[src/lsu_defs.svh]
//------------------------------------------------------------
// Load/store path sizes. The RAM index is address bits
// [LSU_RAM_AW+1:2], so the address bits above it alias.
//------------------------------------------------------------
`ifndef LSU_DEFS_SVH
`define LSU_DEFS_SVH

// Data and address width.
`define LSU_XLEN 32

// Number of 32-bit words in the local data RAM.
`define LSU_RAM_WORDS 256

// Word index width. Must be log2 of LSU_RAM_WORDS.
`define LSU_RAM_AW 8

`endif

[src/rv32i_types_pkg.sv]
//------------------------------------------------------------
// RV32I load/store kinds use the funct3 encodings.
//------------------------------------------------------------
`default_nettype none

package rv32i_types_pkg;

  // Load kinds, using the funct3 field of the LOAD opcode.
  typedef enum logic [2:0] {
    LB  = 3'b000,  // Signed byte.
    LH  = 3'b001,  // Signed half-word.
    LW  = 3'b010,  // Word.
    LBU = 3'b100,  // Unsigned byte.
    LHU = 3'b101   // Unsigned half-word.
  } load_t;

  // Store kinds, using funct3 of the STORE opcode.
  typedef enum logic [1:0] {
    SB = 2'b00,
    SH = 2'b01,
    SW = 2'b10
  } store_t;

  // State handed from issue to the response stage, one cycle later.
  typedef struct packed {
    logic       valid;        // Response due this cycle.
    logic       is_load;      // Load, so load_data is meaningful.
    load_t      load_type;    // Extension to apply.
    logic [1:0] byte_offset;  // Low address bits of the access.
    logic       fault;        // Misaligned, memory untouched.
  } pend_t;

endpackage

`default_nettype wire
[src/load_extend.sv]
//------------------------------------------------------------
// Combinational. load_data is 0 unless a good load is due.
//------------------------------------------------------------
`include "lsu_defs.svh"
`default_nettype none

module load_extend (
  input  rv32i_types_pkg::pend_t pend,
  input  logic [`LSU_XLEN-1:0]   rdata,
  output logic                   rsp_valid,
  output logic                   rsp_fault,
  output logic [`LSU_XLEN-1:0]   load_data
);

  import rv32i_types_pkg::*;

  logic [`LSU_XLEN-1:0] shifted;   // Addressed data moved to lane 0.
  logic [`LSU_XLEN-1:0] extended;  // After sign or zero extension.
  logic                 good_load;

  // Move the addressed byte or half down to bit 0.
  assign shifted = rdata >> {pend.byte_offset, 3'b000};

  always_comb begin
    unique case (pend.load_type)
      LB:      extended = {{24{shifted[7]}}, shifted[7:0]};    // Sign.
      LH:      extended = {{16{shifted[15]}}, shifted[15:0]};  // Sign.
      LBU:     extended = {24'b0, shifted[7:0]};
      LHU:     extended = {16'b0, shifted[15:0]};
      default: extended = shifted;  // LW, offset is 0 here.
    endcase
  end

  assign good_load = pend.valid & pend.is_load & ~pend.fault;

  assign rsp_valid = pend.valid;
  assign rsp_fault = pend.valid & pend.fault;
  assign load_data = good_load ? extended : '0;  // Stores and faults read 0.

endmodule

`default_nettype wire

[config.mk]
export PLATFORM = sky130hd
export DESIGN_NAME = load_extend
export DESIGN_NICKNAME = d
export VERILOG_FILES = /design/src/rv32i_types_pkg.sv /design/src/load_extend.sv
export VERILOG_INCLUDE_DIRS = /design/src /design/src/src
export SDC_FILE = /design/constraint.sdc
export NUM_CORES = 1
export LEC_CHECK = 0
export BUFFER_PORTS_ARGS = -buffer_cell sky130_fd_sc_hd__clkbuf_2
export CELL_PAD_IN_SITES_DETAIL_PLACEMENT = 1
export CELL_PAD_IN_SITES_GLOBAL_PLACEMENT = 1
export CORE_MARGIN = 2
export CORE_UTILIZATION = 27
export DETAILED_ROUTE_END_ITERATION = 10
export PLACE_DENSITY = 0.95
export SYNTH_ARGS = -nofsm -noshare
export SYNTH_HDL_FRONTEND = slang
export SYNTH_SLANG_ARGS = --single-unit
export TNS_END_PERCENT = 100
[constraint.sdc]
create_clock -name vclk -period 2.5
set_clock_uncertainty 0.2 [all_clocks]
set_input_delay 0.125 -clock vclk [all_inputs]
set_output_delay 0.125 -clock vclk [all_outputs]
set_load 0.05 [all_outputs]
==> impl_metrics.json <==
{
  "core_region_area_mm2": 0.002781,
  "crit_path_end_kind": "output port",
  "fin_setup_tns_ps": 0,
  "p_total_w": 0.0002252,
  "rows": 19,
  "hold_violations": 0,
  "areaGrowthSynthToFinish_pct": 45.50,
  "rsz0062_at_grt": "false",
  "post-route-period-util_pct": 90.99,
  "avgViaCountPerCell": 5.601,
  "peakVddDrop_mv": 0.1202,
  "drc": 0,
  "ant_nets": 0,
  "status": "complete, no violations",
  "finalWirelength_um": 3347,
  "num-clock-buffers": 0,
  "cap_viol_max_count": 0,
  "power_density_mw_per_mm2": 195.4,
  "nNetsFinal": 214,
  "nFlopsAndLatches": 0,
  "crit_type": "in2out",
  "place_inst": 203,
  "antenna_found_initial": 0,
  "synth_cell_types": 28,
  "syn_inst": 107,
  "die_y_um": 58.16,
  "fin_crit_ps": 2275,
  "drive_above_1_share_pct": 52.91,
  "synth_warnings": 0,
  "layout.cells.non_filler": 203,
  "ctsHoldBuffers": 0,
  "max_freq_mhz": 439.6,
  "hpwl_um": 2768,
  "grt_pass1_vias": 1121,
  "startpoint_type": "primary input",
  "final-seq-area_um2": 0,
  "portBuffers": 74,
  "start_util_pct": 28.48,
  "cts_setup_buffers": 0,
  "syn-num-nets": 147,
  "die-area_mm2": 0.003383,
  "cp.required_ps": 2170,
  "vias": 1137,
  "overflow": 0,
  "yosysSeqAreaShare_pct": 0,
  "dr.pass1.iters": 4,
  "power.leakage_nw": 0.5611,
  "cp.arrival_ps": 1950,
  "setup_viol": 0,
  "max_slew_margin_pct": 29.39,
  "grt_pass1_wl_um": 5319,
  "grt_usage_pct": 19.60,
  "syn_area_um2": 792.0,
  "path_max_fanout": 16,
  "tightest_slew_ps": 1054,
  "grt_max_degree": 23,
  "antenna_cells": 0,
  "chipWidth_um": 58.16,
  "drv_slew": 0,
  "hold_path_class": "in2out",
  "io_pins": 74,
  "postCtsResizedCells": 0,
  "routedWlPerCell_um": 16.49,
  "place_congestion": 0.7276,
  "syn_area_per_cell_um2": 7.402,
  "first_iter_violations": 11
}
-- path summary, 6_finish.rpt --
path                     from            end  depth (start not counted)
worst max-delay path  pend[1]  load_data[25]                          5
worst min-delay path  pend[7]      rsp_valid                          2
-- worst max-delay path, cell delays in order --
cell and delay (ps):
clkbuf_2 300, nor2b_1 90, o211ai_1 840, o21ai_0 290
clkbuf_2 300
-- synth_stat cells, types with 2 or more instances --
cell / count / area (um2)
mux2i_1: 8 / 80.08
o21ai_0: 8 / 40.04
a211oi_1: 14 / 105.1
buf_2: 3 / 15.01
mux2_2: 8 / 90.09
clkbuf_8: 2 / 27.53
nand3_1: 9 / 45.04
nor3_1: 8 / 40.04
a221oi_1: 8 / 70.07
nor2b_1: 9 / 56.30
clkbuf_1: 4 / 15.01
buf_4: 2 / 15.01
nor2_1: 2 / 7.510
o22ai_1: 8 / 50.05
-- cell type report --
| cell class | count | area, um2 |
|---|---|---|
| tap | 31 | 38.79 |
| fill | 374 | 1629 |
| inverter | 2 | 7.507 |
| multi-input combinational | 93 | 700.7 |
| timing repair buffer | 77 | 405.4 |
-- placed cells by master (no fill, tap or decap), drive strengths merged, types with 2 or more instances in the layout --
cell type / count
clkbuf: 74
mux2i: 8
a211oi: 14
nand3: 9
a221oi: 8
and2: 2
mux2: 8
nor3: 8
nor2: 2
o21ai: 8
o22ai: 9
nor2b: 9
buf: 3
-- report_power, final --
group	internal, W	switching, W	leakage [nW]	total, W
logic	0.0000812	0.000144	0.561	0.000225
registers	0	0	0	0
clock network	0	0	0	0
total	0.0000812	0.000144	0.561	0.000225
-- stage by stage --
stage | setup slack, ps | utilization, % | cell area [um2] | hold slack, ps
finish | 225.4 | 41.43 | 1152 | 388.1
global route | 33.25 | 41.43 | 1152 | 401.7
CTS | 220.4 | 41.43 | 1152 | 390.2
detailed placement | 226.6 | 41.43 | 1152 | 389.6
global placement | 278.7 | 41.43 | 1152 | 388.0
floorplan | 226.4 | - | 792.0 | 217.1
-- per-layer routing --
metal	up-vias	part of all wire [%]	global-route usage, %	wire length, um
met2	43	51	36.85	1708
met3	2	6.3	1.786	210
met1	530	42	24.93	1406
met4	0	0.63	1.661	21
met5	-	0	0	0
li1	562	-	-	-
-- cells by family after synthesis --
logic type / synth area share (%)
and+or+nand+nor: 25.75
AOI/OAI and AO/OA: 38.39
muxes: 24.33
buffers and inverters: 11.53
Power figures use the tool's default switching activity.
