===== src/lsu_defs.svh =====
//------------------------------------------------------------
// Load/store path sizes. The RAM index is address bits
// [LSU_RAM_AW+1:2], so the address bits above it alias.
//------------------------------------------------------------
`ifndef LSU_DEFS_SVH
`define LSU_DEFS_SVH

// Data and address width.
`define LSU_XLEN 32

// Number of 32-bit words in the local data RAM.
`define LSU_RAM_WORDS 256

// Word index width. Must be log2 of LSU_RAM_WORDS.
`define LSU_RAM_AW 8

`endif


===== src/rv32i_types_pkg.sv =====
//------------------------------------------------------------
// RV32I load/store kinds use the funct3 encodings.
//------------------------------------------------------------
`default_nettype none

package rv32i_types_pkg;

  // Load kinds, using the funct3 field of the LOAD opcode.
  typedef enum logic [2:0] {
    LB  = 3'b000,  // Signed byte.
    LH  = 3'b001,  // Signed half-word.
    LW  = 3'b010,  // Word.
    LBU = 3'b100,  // Unsigned byte.
    LHU = 3'b101   // Unsigned half-word.
  } load_t;

  // Store kinds, using funct3 of the STORE opcode.
  typedef enum logic [1:0] {
    SB = 2'b00,
    SH = 2'b01,
    SW = 2'b10
  } store_t;

  // State handed from issue to the response stage, one cycle later.
  typedef struct packed {
    logic       valid;        // Response due this cycle.
    logic       is_load;      // Load, so load_data is meaningful.
    load_t      load_type;    // Extension to apply.
    logic [1:0] byte_offset;  // Low address bits of the access.
    logic       fault;        // Misaligned, memory untouched.
  } pend_t;

endpackage

`default_nettype wire

===== src/mem_if.sv =====
//------------------------------------------------------------
// Data RAM port. en is a one-cycle strobe, no back-pressure.
//------------------------------------------------------------
`include "lsu_defs.svh"
`default_nettype none

interface mem_if;

  logic                    en;       // Access strobe.
  logic                    we;       // Write when set, else read.
  logic [`LSU_RAM_AW-1:0]  index;    // Word index.
  logic [3:0]              byte_en;  // Lane enables for writes.
  logic [`LSU_XLEN-1:0]    wdata;    // Lane-replicated store data.
  logic [`LSU_XLEN-1:0]    rdata;    // Registered read word.

  // Request side, in lsu_issue.
  modport issuer (
    output en,
    output we,
    output index,
    output byte_en,
    output wdata,
    input  rdata
  );

  // Memory side.
  modport ram (
    input  en,
    input  we,
    input  index,
    input  byte_en,
    input  wdata,
    output rdata
  );

endinterface

`default_nettype wire


===== src/agu.sv =====
//------------------------------------------------------------
// Purely combinational. Byte enables are 0 on a misaligned
// access; unknown kinds give no lanes and no fault.
//------------------------------------------------------------
`include "lsu_defs.svh"
`default_nettype none

module agu (
  input  logic [`LSU_XLEN-1:0]   port_a,      // Base register.
  input  logic [`LSU_XLEN-1:0]   port_b,      // Offset.
  input  logic                   is_store,
  input  rv32i_types_pkg::load_t  load_type,
  input  rv32i_types_pkg::store_t store_type,
  output logic [`LSU_XLEN-1:0]   address,
  output logic [3:0]             byte_en,
  output logic                   mal_addr
);

  import rv32i_types_pkg::*;

  logic [1:0] byte_offset;  // Lane of the lowest byte.
  logic [3:0] lane_mask;    // Access width as lanes, before shifting.

  // Effective address.
  assign address     = port_a + port_b;
  assign byte_offset = address[1:0];

  // Access width from the load or store kind.
  always_comb begin
    lane_mask = 4'b0000;
    if (is_store) begin
      unique case (store_type)
        SB:      lane_mask = 4'b0001;
        SH:      lane_mask = 4'b0011;
        SW:      lane_mask = 4'b1111;
        default: lane_mask = 4'b0000;  // Reserved encoding.
      endcase
    end else begin
      unique case (load_type)
        LB, LBU: lane_mask = 4'b0001;
        LH, LHU: lane_mask = 4'b0011;
        LW:      lane_mask = 4'b1111;
        default: lane_mask = 4'b0000;
      endcase
    end
  end

  // Alignment check on the lanes actually requested.
  always_comb begin
    if (lane_mask == 4'b1111) begin
      mal_addr = (byte_offset != 2'b00);  // Word needs offset 0.
    end else if (lane_mask == 4'b0011) begin
      mal_addr = byte_offset[0];          // Half-word needs even offset.
    end else begin
      mal_addr = 1'b0;                    // Bytes are always aligned.
    end
  end

  // Shift the lanes up to the addressed byte.
  // A half at offset 2 lands on lanes 2-3, a byte on its one lane.
  assign byte_en = mal_addr ? 4'b0000 : 4'(lane_mask << byte_offset);

endmodule

`default_nettype wire


===== src/lsu_issue.sv =====
//------------------------------------------------------------
// One request per cycle with req high. Misaligned requests
// never strobe the RAM but still get a response.
//------------------------------------------------------------
`include "lsu_defs.svh"
`default_nettype none

module lsu_issue (
  input  logic                    clk,
  input  logic                    arst_n,
  input  logic                    req,
  input  logic                    is_store,
  input  rv32i_types_pkg::load_t  load_type,
  input  rv32i_types_pkg::store_t store_type,
  input  logic [`LSU_XLEN-1:0]    base,
  input  logic [`LSU_XLEN-1:0]    offset,
  input  logic [`LSU_XLEN-1:0]    store_data,
  mem_if.issuer                   mem,
  output rv32i_types_pkg::pend_t  pend
);

  import rv32i_types_pkg::*;

  logic [`LSU_XLEN-1:0] address;
  logic [3:0]           byte_en;
  logic                 mal_addr;

  // Registered response state.
  logic       valid_q;
  logic       fault_q;
  logic       is_load_q;
  load_t      load_type_q;
  logic [1:0] byte_offset_q;

  agu agu_i (
    .port_a     (base),
    .port_b     (offset),
    .is_store   (is_store),
    .load_type  (load_type),
    .store_type (store_type),
    .address    (address),
    .byte_en    (byte_en),
    .mal_addr   (mal_addr)
  );

  // RAM request, combinational in the request cycle.
  assign mem.en      = req & ~mal_addr;  // Faults never reach memory.
  assign mem.we      = is_store;
  assign mem.index   = address[`LSU_RAM_AW+1:2];  // Upper bits alias.
  assign mem.byte_en = byte_en;

  // Replicate store data so any lane can take it.
  always_comb begin
    unique case (store_type)
      SB:      mem.wdata = {4{store_data[7:0]}};
      SH:      mem.wdata = {2{store_data[15:0]}};
      default: mem.wdata = store_data;  // SW.
    endcase
  end

  // Control bits of the pending response.
  always_ff @(posedge clk or negedge arst_n) begin
    if (!arst_n) begin
      valid_q <= 1'b0;
      fault_q <= 1'b0;
    end else begin
      valid_q <= req;             // Every req gets one response.
      fault_q <= req & mal_addr;
    end
  end

  // Payload, only looked at while valid_q is high.
  always_ff @(posedge clk) begin
    is_load_q     <= ~is_store;
    load_type_q   <= load_type;
    byte_offset_q <= address[1:0];
  end

  assign pend = '{
    valid:       valid_q,
    is_load:     is_load_q,
    load_type:   load_type_q,
    byte_offset: byte_offset_q,
    fault:       fault_q
  };

endmodule

`default_nettype wire


===== src/flat_wrapper.sv =====
// flat-port wrapper written by rule: the top's interface ports become plain ports
module lsu_issue_flat import rv32i_types_pkg::*;
  (clk, arst_n, req, is_store, load_type, store_type, base, offset, store_data, pend, mem_en, mem_we, mem_index, mem_byte_en, mem_wdata, mem_rdata);
  mem_if mem_i ();
  input  logic clk;
  input  logic arst_n;
  input  logic req;
  input  logic is_store;
  input  rv32i_types_pkg::load_t load_type;
  input  rv32i_types_pkg::store_t store_type;
  input  logic [`LSU_XLEN-1:0] base;
  input  logic [`LSU_XLEN-1:0] offset;
  input  logic [`LSU_XLEN-1:0] store_data;
  output rv32i_types_pkg::pend_t pend;
  output wire logic [$bits(mem_i.en)-1:0] mem_en;
  output wire logic [$bits(mem_i.we)-1:0] mem_we;
  output wire logic [$bits(mem_i.index)-1:0] mem_index;
  output wire logic [$bits(mem_i.byte_en)-1:0] mem_byte_en;
  output wire logic [$bits(mem_i.wdata)-1:0] mem_wdata;
  input wire logic [$bits(mem_i.rdata)-1:0] mem_rdata;
  assign mem_en = mem_i.en;
  assign mem_we = mem_i.we;
  assign mem_index = mem_i.index;
  assign mem_byte_en = mem_i.byte_en;
  assign mem_wdata = mem_i.wdata;
  assign mem_i.rdata = mem_rdata;
  lsu_issue u_core (.clk(clk), .arst_n(arst_n), .req(req), .is_store(is_store), .load_type(load_type), .store_type(store_type), .base(base), .offset(offset), .store_data(store_data), .mem(mem_i), .pend(pend));
endmodule

===== config.mk =====
export PLATFORM = sky130hd
export DESIGN_NAME = lsu_issue_flat
export DESIGN_NICKNAME = d
export VERILOG_FILES = /design/src/rv32i_types_pkg.sv /design/src/mem_if.sv /design/src/agu.sv /design/src/lsu_issue.sv /design/src/flat_wrapper.sv
export VERILOG_INCLUDE_DIRS = /design/src /design/src/src
export SDC_FILE = /design/constraint.sdc
export NUM_CORES = 1
export LEC_CHECK = 0
export BUFFER_PORTS_ARGS = -buffer_cell sky130_fd_sc_hd__buf_2
export CORE_AREA = 2 2 74 76
export CTS_CLUSTER_DIAMETER = 40
export DETAILED_ROUTE_END_ITERATION = 10
export DIE_AREA = 0 0 76 78
export MAX_ROUTING_LAYER = met4
export PLACE_DENSITY = 0.71
export SETUP_SLACK_MARGIN = 0.1
export SLEW_MARGIN = 20
export SYNTH_ARGS = -nofsm -noshare
export SYNTH_HDL_FRONTEND = slang
export SYNTH_SLANG_ARGS = --single-unit
export TNS_END_PERCENT = 30

===== constraint.sdc =====
create_clock -name clk -period 2.66 [get_ports clk]
set_clock_uncertainty 0.05 [all_clocks]
set_input_delay 0.532 -clock clk [delete_from_list [all_inputs] [get_ports clk]]
set_output_delay 0.532 -clock clk [all_outputs]
set_load 0.03 [all_outputs]

==> flow_summary_export.csv, run 1 <==
group,metric,value,unit
routing,remaining_drc_errors,0,
timing,finalMaxSlewViolations,0,
clocking,root_buffer,"clkbuf_8",
final_layout,diodes,0,
routing,vias_per_cell,4.51,
power_and_ir_drop,switching_power,398,µW
worst_setup_path,crit_fanout,5,
placed_design,gp_congestion,0.708,
worst_setup_path,crit_top_cell,"buf_6",
synth,syn-num-nets,313,
worst_setup_path,cp_num_buf_inv,3,
placed_design,hpwl,3090,µm
die,initial_utilization,26.2,%
power_and_ir_drop,p_seq_share,15.1,%
synth,netlist_instances,162,
timing,relSlewSlack,69.8,%
synth,synth_cell_types,44,
grt,grt_start_max_net_pins,18,
synth,synth_area,0.00132,mm²
routing,drtAntennaViolNets,0,
grt,grt_pass1_wl,5770,µm
run_status,status,"finished, final reports clean",
final_layout,area_delta_synth_final,59.6,%
power_and_ir_drop,combPwrFrac,69.4,%
routing,via_count,1539,
grt,grt_usage,11.6,%
timing,hold_viol_final,0,
timing,period_needed,2.62,ns
worst_setup_path,critPathTopFamily,"adder cells",
final_layout,layout-drive-gt1-share,58.7,%
worst_setup_path,critical_path_class,"in -> out",
final_layout,fin_nets,424,
timing,setup_viol,0,
synth,ys_seq_area_share,12.9,%
power_and_ir_drop,p_clk_share,15.5,%
worst_setup_path,cp.depth,7,
worst_setup_path,crit_start,"base[0]",
clocking,htreeDepth,1,
die,core_region_area,0.00504,mm²
worst_hold_path,hp-class,"in -> async",
routing,first_pass_iters,4,
worst_setup_path,cp_data_arrival_time,2.04,ns
synth,avgSynthCellArea,8.16,µm²
die,dieArea,0.00593,mm²
routing,post_drt_wl_per_cell,11.3,µm
worst_setup_path,critical_path.max_stage_delay,0.57,ns
power_and_ir_drop,p_int,473,µW
worst_setup_path,critPathSlowestCell,"fa_2",
die,io_pins,191,
routing,drt_wl_total,3860,µm
placed_design,portBuffers,114,
grt,grt_pass1_vias,1381,
placed_design,placed_area,0.00193,mm²
clocking,clock-sinks,8,
synth,synth.area.top_cells,"ha_1 12%, buf_4 11%, dfxtp_1 9.1%, mux2_2 6.0%, nand2_1 5.7%",
synth,yosys.area.top_type,"ha_1",
worst_setup_path,cp_cell_sequence,"buf_8 -> ha_4 -> fa_2 -> buf_6 -> nor3b_2 -> or3_4 -> buf_6",
power_and_ir_drop,irDropWorstVdd,0.186,mV
worst_setup_path,worst_setup_path_start_kind,"input port",
clocking,numCtsBuffers,3,
clocking,cts_tree,"done",
timing,rsz0062_at_grt,"true",
synth,yosys_warnings,0,
final_layout,postLayoutCellArea,0.00211,mm²
clocking,clkTransAtPathRegs,0.04,ns
power_and_ir_drop,p_leak,1.10,nW
die,die_h,78,µm
flow_run,cap_violations,0,
routing,drt_iter0_drc,25,
die,die_w,76,µm
timing,min_period_over_period,98.4,%
timing,worst-slew-pin-transition,0.449,ns
die,rows,26,
clocking,holdBufCountCts,0,
power_and_ir_drop,sw_frac_of_total,45.7,%
worst_setup_path,worst_ep_required_time,2.08,ns
synth,synth_top_area_share,12.3,%
grt,grt-ovfl-total,0,
power_and_ir_drop,power,872,µW
clocking,clockBufferDepth,2,
timing,fmax,382,MHz
power_and_ir_drop,power.density,413,mW/mm²
synth,ys_seq_elements,8,
grt,antenna_found_initial,0,
worst_setup_path,cp-end-kind,"output pin",
-- sequential cells by signal (all words and copies together), names as in the netlist --
signal                flops
u_core.byte_offset_q      2
u_core.valid_q            1
u_core.fault_q            1
u_core.is_load_q          1
u_core.load_type_q        3
-- cells in the mapped netlist --
cell type / instances
nor4b_1: 1
and2_1: 2
a2111oi_4: 1
a22o_1: 8
nor2_2: 1
nor2b_1: 1
nor3b_1: 2
a22oi_1: 8
dfxtp_1: 6
nor4b_2: 1
a21oi_1: 8
xor2_1: 3
o31ai_1: 2
and4b_1: 1
a31oi_1: 1
dfrtp_1: 2
ha_1: 13
or2_1: 1
inv_1: 4
mux2_1: 2
nand2b_1: 4
o221ai_1: 1
o21ai_1: 1
buf_4: 20
xnor2_1: 5
fa_1: 1
buf_6: 1
o21ai_2: 1
o211ai_1: 2
a211oi_1: 3
o31a_1: 2
nand3_1: 3
nor2_1: 4
nand2_1: 20
or2_2: 1
nor3_1: 4
o2111ai_1: 2
or3_1: 2
a21o_1: 2
o211a_1: 1
buf_2: 1
mux2_2: 7
clkbuf_1: 4
and3_1: 2
-- routing by layer --
metal | track usage [%] | wire (µm) | up-vias | share of wire (%)
li1 | - | - | 795 | -
met1 | 13.4 | 1630 | 678 | 42
met2 | 20.8 | 1990 | 64 | 51
met3 | 1.86 | 240 | 2 | 6.2
met4 | 3.09 | 10 | 0 | 0.26
met5 | - | 0 | - | 0
-- cell usage in the layout, fill, tap and decap left out, types with 2 or more instances in the layout --
cell type	Yosys	layout
nand3_1	3	3
xor2_1	3	3
ha_1	13	9
buf_4	20	21
ha_4	0	4
a21o_1	2	2
nand2b_1	4	4
inv_1	4	4
mux2_1	2	2
nand2_1	20	20
and3_4	0	2
a22oi_1	8	8
a211oi_1	3	2
a21oi_1	8	7
nor3_1	4	4
o211ai_1	2	2
dfxtp_1	6	6
o31ai_1	2	2
xnor2_1	5	5
o2111ai_1	2	2
clkbuf_8	0	3
nor2_1	4	4
mux2_2	7	7
dfrtp_1	2	2
a22o_1	8	8
buf_6	1	4
o31a_1	2	2
buf_2	1	106
-- final cells by class --
type                       count  area [µm²]
tap                           70        87.6
timing repair buffer         132         748
multi-input combinational    124        1050
fill                         507        2930
sequential                     8         170
inverter                       4        15.0
clock buffer                   3        41.3
-- stage by stage --
| step | utilization (%) | hold WS [ns] | setup slack, ns | instances | TNS [ns] |
|---|---|---|---|---|---|
| 2_1_floorplan | - | 0.186 | 0.0696 | 162 | 0 |
| 3_3_place_gp | 38.2 | 0.267 | -0.116 | 335 | -0.410 |
| 3_5_place_dp | 38.2 | 0.267 | -0.106 | 335 | -0.411 |
| 4_1_cts | 40.7 | 0.0338 | 0.0299 | 340 | 0 |
| 5_1_grt | 41.8 | 0.0289 | 0.00586 | 341 | 0 |
| 6_report | 41.8 | 0.0368 | 0.0425 | 341 | 0 |
-- cell families after synthesis --
family	share of synthesized area, %
flip-flops	12.9
AO/OA/AOI/OAI	25.7
AND/OR/NAND/NOR	19.8
XOR/XNOR	5.30
adder cells (fa/ha/maj)	13.8
multiplexers	7.67
buffers and inverters	14.9
-- power groups by stage --
stage	combinational [mW]	sequential [mW]	clock, mW
6_report	0.605	0.132	0.135
2_1_floorplan	0.408	0.147	0
5_1_grt	0.646	0.133	0.150
3_5_place_dp	0.559	0.134	0
4_1_cts	0.590	0.132	0.139
3_3_place_gp	0.555	0.133	0
-- worst max-delay path by stage --
stage	to	slack [ns]
final	mem_byte_en[2]	0.04
after global routing	mem_byte_en[3]	0.006
after detailed placement	mem_index[6]	-0.11
after CTS	mem_byte_en[2]	0.03
after global placement	mem_index[6]	-0.12
after floorplan	mem_byte_en[0]	0.07
-- timing repair --
| action | in CTS | in global routing |
|---|---|---|
| setup buffers | 2 | 1 |
| gates resized for setup | 17 | 6 |
| pin swaps | 4 | 9 |
| setup endpoints to repair | 8 | 9 |
Power figures use the tool's default switching activity.
==> run 2, diff against run 1 <==
--- a/config.mk
+++ b/config.mk
@@ -11,6 +11,7 @@
 export CTS_CLUSTER_DIAMETER = 40
 export DETAILED_ROUTE_END_ITERATION = 10
 export DIE_AREA = 0 0 76 78
+export GPL_TIMING_DRIVEN = 0
 export MAX_ROUTING_LAYER = met4
 export PLACE_DENSITY = 0.71
 export SETUP_SLACK_MARGIN = 0.1
==> run 2 against run 1 <==
  * The run now ends with negative setup slack left
  * Critical endpoint unchanged
  * Design area up 14%
  * Clock-buffer cell count is the same
  * Wire length up 9.7%
  * Sequential share of layout area fell by 1.0 points
==> flow_summary_export.csv, run 2 (synthesis results as in run 1) <==
group,metric,value,unit
routing,dr_wl_met2,2300,µm
worst_setup_path,worst_setup_path_start_kind,"input port",
worst_setup_path,critical_path_class,"in -> out",
grt,grt_pass1_wl,6780,µm
timing,period_needed,2.66,ns
placed_design,gp_congestion,0.763,
timing,rsz0062_at_grt,"true",
worst_setup_path,worst_ep_required_time,2.08,ns
grt,grt_usage,13.8,%
placed_design,portBuffers,113,
clocking,clock-sinks,8,
grt,grt-ovfl-total,0,
clocking,cts_tree,"done",
power_and_ir_drop,p_int,555,µW
routing,wl_met3,291,µm
routing,via_count,1649,
worst_setup_path,cp-end-kind,"output pin",
worst_setup_path,critical_path.max_stage_delay,0.57,ns
final_layout,mostFrequentLayoutCells,"97 x buf_2, 31 x buf_4, 20 x nand2_1",
power_and_ir_drop,p_seq_share,13.4,%
timing,setup_viol,1,
grt,grt_start_max_net_pins,11,
final_layout,final_common_cell,"buf_2",
power_and_ir_drop,switching_power,432,µW
clocking,holdBufCountCts,0,
final_layout,largest_register_ffs,3,
worst_setup_path,cp_cell_sequence,"buf_8 -> ha_4 -> fa_2 -> and4b_1 -> or3_4 -> buf_6",
worst_hold_path,hp-class,"in -> async",
power_and_ir_drop,power.density,410,mW/mm²
final_layout,area_delta_synth_final,82.3,%
routing,drtAntennaViolNets,0,
worst_setup_path,cp_data_arrival_time,2.08,ns
placed_design,hpwl,3230,µm
grt,grt_pass1_vias,1575,
timing,fmax,376,MHz
routing,dr.max_layer_used,"met4",
die,initial_utilization,26.2,%
die,io_pins,191,
final_layout,fin_nets,441,
timing,hold_viol_final,0,
final_layout,fillerInstances,467,
routing,met1_length,1610,µm
power_and_ir_drop,combPwrFrac,72.7,%
routing,drt_wl_total,4240,µm
clocking,htreeDepth,1,
routing,drt_iter0_drc,55,
routing,post_drt_wl_per_cell,11.8,µm
placed_design,dp.cells,345,
final_layout,layout-drive-gt1-share,66.3,%
timing,fin_ws,-0.00226,ns
timing,relSlewSlack,73.9,%
final_layout,top_regs,"u_core.load_type_q: 3 flops, u_core.byte_offset_q: 2 flops",
clocking,root_buffer,"clkbuf_8",
run_status,failed_checks,"negative setup slack",
routing,remaining_drc_errors,0,
worst_setup_path,critPathSlowestCell,"fa_2",
power_and_ir_drop,power,987,µW
die,core_region_area,0.00504,mm²
final_layout,finalNonFillerCells,358,
die,rows,26,
timing,min_period_over_period,100,%
routing,first_pass_iters,4,
timing,finalMaxSlewViolations,0,
worst_setup_path,crit_fanout,4,
flow_run,cap_violations,0,
clocking,clkTransAtPathRegs,0.04,ns
timing,worst-slew-pin-transition,0.388,ns
run_status,status,"finished with violations",
power_and_ir_drop,irDropWorstVdd,0.241,mV
power_and_ir_drop,p_leak,1.24,nW
final_layout,fin_util,47.8,%
power_and_ir_drop,sw_frac_of_total,43.8,%
die,die_w,76,µm
clocking,numCtsBuffers,3,
die,die_h,78,µm
final_layout,diodes,0,
die,dieArea,0.00593,mm²
final_layout,regMostFlops,"u_core.load_type_q",
grt,antenna_found_initial,0,
routing,vias_per_cell,4.61,
power_and_ir_drop,p_clk_share,14.0,%
clocking,clockBufferDepth,2,
## run 2: changes by cell type in the layout (fill, tap and decap cells not counted), moves of 4 or more
cell,previous run,this run
buf_6,4,16
buf_4,21,31
buf_2,106,97
a21oi_1,7,3
## run 2: routing by layer
layer,GRT usage [%],up-vias
met2,25.4,66
li1,-,830
met1,14.8,747
met4,4.55,0
met3,2.91,6
met5,-,-
## run 2: repair_timing
item,in CTS,in global routing
buffers inserted,10,1
pin swaps,13,15
resized for setup,38,34
setup endpoints to repair,33,21
## run 2: worst max-delay path: cells and delay by family
| kind | cells | cell delay [ns] |
|---|---|---|
| adder cells (fa/ha/maj) | 2 | 0.73 |
| buffers and inverters | 2 | 0.24 |
| AND/OR/NAND/NOR | 2 | 0.58 |
## run 2: worst max-delay path by stage
| stage | startpoint | endpoint | cells after the start |
|---|---|---|---|
| floorplan | offset[0] | mem_byte_en[0] | 3 |
| global placement | offset[0] | mem_index[6] | 9 |
| detailed placement | offset[0] | mem_index[6] | 9 |
| CTS | base[0] | mem_index[6] | 9 |
| global route | base[0] | mem_index[6] | 9 |
| finish | base[0] | mem_byte_en[2] | 6 |
## run 2: per-stage QoR
stage	hold WS (ns)	setup WS, ns	setup TNS (ns)	cell area [µm²]
4_1_cts	0.0306	0.0210	0	2290
6_report	0.0350	-0.00226	-0.00226	2410
2_1_floorplan	0.186	0.0696	0	1340
5_1_grt	0.0362	-0.0635	-0.0935	2410
3_3_place_gp	0.268	-0.274	-1.47	1990
3_5_place_dp	0.269	-0.274	-1.73	1990
## run 2: cell type report
| cell class | instances | area, µm² | share of cell area (%) |
|---|---|---|---|
| multi-input combinational | 124 | 1150 | 47.7 |
| timing repair buffer | 124 | 762 | 31.6 |
| buffer | 25 | 184 | 7.64 |
| sequential | 8 | 170 | 7.06 |
| tap | 70 | 87.6 | 3.64 |
| clock buffer | 3 | 41.3 | 1.71 |
| inverter | 4 | 15.0 | 0.623 |
## run 2: power groups by stage
stage | clock network (mW) | logic, mW | registers (mW)
2_1_floorplan | 0 | 0.408 | 0.147
3_3_place_gp | 0 | 0.578 | 0.134
3_5_place_dp | 0 | 0.583 | 0.134
4_1_cts | 0.143 | 0.674 | 0.132
5_1_grt | 0.147 | 0.763 | 0.133
6_report | 0.138 | 0.717 | 0.132
==> run 3, diff against run 2 <==
--- a/config.mk
+++ b/config.mk
@@ -7,13 +7,15 @@
 export NUM_CORES = 1
 export LEC_CHECK = 0
 export BUFFER_PORTS_ARGS = -buffer_cell sky130_fd_sc_hd__buf_2
-export CORE_AREA = 2 2 74 76
+export CELL_PAD_IN_SITES_DETAIL_PLACEMENT = 1
+export CELL_PAD_IN_SITES_GLOBAL_PLACEMENT = 2
+export CORE_MARGIN = 2
+export CORE_UTILIZATION = 13
 export CTS_CLUSTER_DIAMETER = 40
 export DETAILED_ROUTE_END_ITERATION = 10
-export DIE_AREA = 0 0 76 78
 export GPL_TIMING_DRIVEN = 0
 export MAX_ROUTING_LAYER = met4
-export PLACE_DENSITY = 0.71
+export PLACE_DENSITY_LB_ADDON = 0.1
 export SETUP_SLACK_MARGIN = 0.1
 export SLEW_MARGIN = 20
 export SYNTH_ARGS = -nofsm -noshare
==> run 3 against run 2 <==
  * The flow now finishes without violations
  * Critical path depth increased by 3
  * Power rose by 1.4%
  * Non-clock buffer count did not move
  * Combinational power is essentially flat
  * Fmax rose by 0.19%
  * Critical endpoint is now mem_index[6]
  * Largest power group unchanged
  * Highest routed layer unchanged
==> flow_summary_export.csv, run 3 (synthesis results as in run 1) <==
group,metric,value,unit
run_status,status,"finished, final reports clean",
timing,fmax,376,MHz
grt,grt_pass1_vias,1684,
die,initial_utilization,13.5,%
routing,via_count,1667,
worst_setup_path,cp_num_buf_inv,3,
worst_setup_path,crit_fanout,2,
timing,holdWs,0.0301,ns
worst_setup_path,crit_start,"base[0]",
clocking,root_buffer,"clkbuf_8",
grt,grt_usage,9.16,%
timing,finalMaxSlewViolations,0,
routing,drt_wl_total,5190,µm
grt,grt_start_max_net_pins,11,
placed_design,gp_congestion,0.717,
routing,post_drt_wl_per_cell,12.3,µm
power_and_ir_drop,power.density,402,mW/mm²
routing,remaining_drc_errors,0,
timing,setup_viol,0,
power_and_ir_drop,p_leak,1.23,nW
placed_design,dp.cells,408,
worst_setup_path,critPathSlowestCell,"fa_2",
final_layout,fillerInstances,1217,
final_layout,regArea,170,µm²
flow_run,cap_violations,0,
final_layout,postLayoutCellArea,0.00249,mm²
clocking,numCtsBuffers,3,
final_layout,final_common_cell,"buf_2",
worst_setup_path,worst_ep_required_time,2.08,ns
timing,relSlewSlack,70.7,%
worst_setup_path,cp_data_arrival_time,2.08,ns
final_layout,multi_input_area,0.00115,mm²
power_and_ir_drop,irDropWorstVdd,0.113,mV
grt,grt_pass1_wl,8210,µm
final_layout,largest_register_ffs,3,
die,rows,36,
die,die_h,105,µm
placed_design,portBuffers,113,
final_layout,fin_util,25.4,%
die,dieArea,0.0110,mm²
worst_setup_path,worst_setup_path_start_kind,"input port",
final_layout,layout-drive-gt1-share,66.1,%
final_layout,mostFrequentLayoutCells,"99 x buf_2, 30 x buf_4, 20 x nand2_1",
worst_setup_path,cp_cell_sequence,"buf_6 -> ha_4 -> fa_2 -> a21oi_4 -> o2111ai_2 -> a31oi_2 -> xnor2_1 -> buf_4 -> buf_6",
routing,first_pass_iters,3,
timing,hold_viol_final,0,
timing,min_period_over_period,99.9,%
clocking,cts_tree,"done",
routing,drt_iter0_drc,41,
final_layout,regMostFlops,"u_core.load_type_q",
final_layout,finalNonFillerCells,423,
worst_setup_path,crit_top_cell,"buf_6",
clocking,clkTransAtPathRegs,0.04,ns
worst_hold_path,hp-class,"in -> async",
placed_design,hpwl,4280,µm
routing,drtAntennaViolNets,0,
routing,vias_per_cell,3.94,
worst_setup_path,critical_path_class,"in -> out",
final_layout,top_regs,"u_core.load_type_q: 3 flops, u_core.byte_offset_q: 2 flops",
placed_design,placed_area,0.00207,mm²
final_layout,area_delta_synth_final,88.5,%
worst_setup_path,cp-end-kind,"output pin",
timing,fin_ws,0.00278,ns
timing,rsz0062_at_grt,"true",
placed_design,place_ws,-0.400,ns
clocking,htreeDepth,1,
grt,grt-ovfl-total,0,
die,io_pins,191,
timing,worst-slew-pin-transition,0.436,ns
final_layout,fin_nets,441,
die,core_region_area,0.00982,mm²
timing,period_needed,2.66,ns
worst_setup_path,critical_path.max_stage_delay,0.37,ns
die,die_w,105,µm
grt,antenna_found_initial,1,
clocking,clockBufferDepth,2,
worst_setup_path,critPathTopFamily,"compound AO/OA/AOI/OAI gates",
clocking,clock-sinks,8,
run 3: repair_timing:
item                                    CTS  global route
endpoints found under the hold margin     0             0
pin swaps                                19            11
setup buffers                             9             2
resized for setup                        57            12
endpoints found under the setup margin   33            12
cloned                                    0             0
hold buffers                              0             0
run 3: layer usage:
metal  wire (µm)  track usage [%]
met5           0                -
met1        2320             11.2
met3         410             1.87
met4          19             1.14
met2        2440             16.0
run 3: worst max path at each step:
stage / end / slack [ns] / cells past startpoint
after detailed placement: mem_wdata[23] / -0.40 / 8
final: mem_index[6] / 0.003 / 9
after global placement: mem_index[6] / -0.38 / 9
after global routing: mem_index[4] / -0.08 / 10
after CTS: mem_index[6] / -0.02 / 9
after floorplan: mem_byte_en[0] / 0.07 / 3
run 3: area by class of cell:
| type | count | area share (%) |
|---|---|---|
| sequential | 8 | 6.83 |
| buffer | 25 | 7.38 |
| inverter | 4 | 0.603 |
| timing repair buffer | 124 | 30.2 |
| clock buffer | 4 | 1.81 |
| antenna | 1 | 0.100 |
| tap | 133 | 6.68 |
| multi-input combinational | 124 | 46.4 |
run 3: metrics by stage:
stage                     power (mW)  setup TNS, ns
after detailed placement       0.734          -5.95
after floorplan                0.555              0
after CTS                       1.00        -0.0317
after global routing            1.07         -0.316
final                           1.00              0
after global placement         0.736          -5.03
run 3: where the power goes:
| part | switching, mW | leakage [nW] | internal (mW) |
|---|---|---|---|
| clock | 0.0451 | 0.0228 | 0.104 |
| sequential | 0.00204 | 0.0759 | 0.130 |
| combinational | 0.392 | 1.13 | 0.327 |
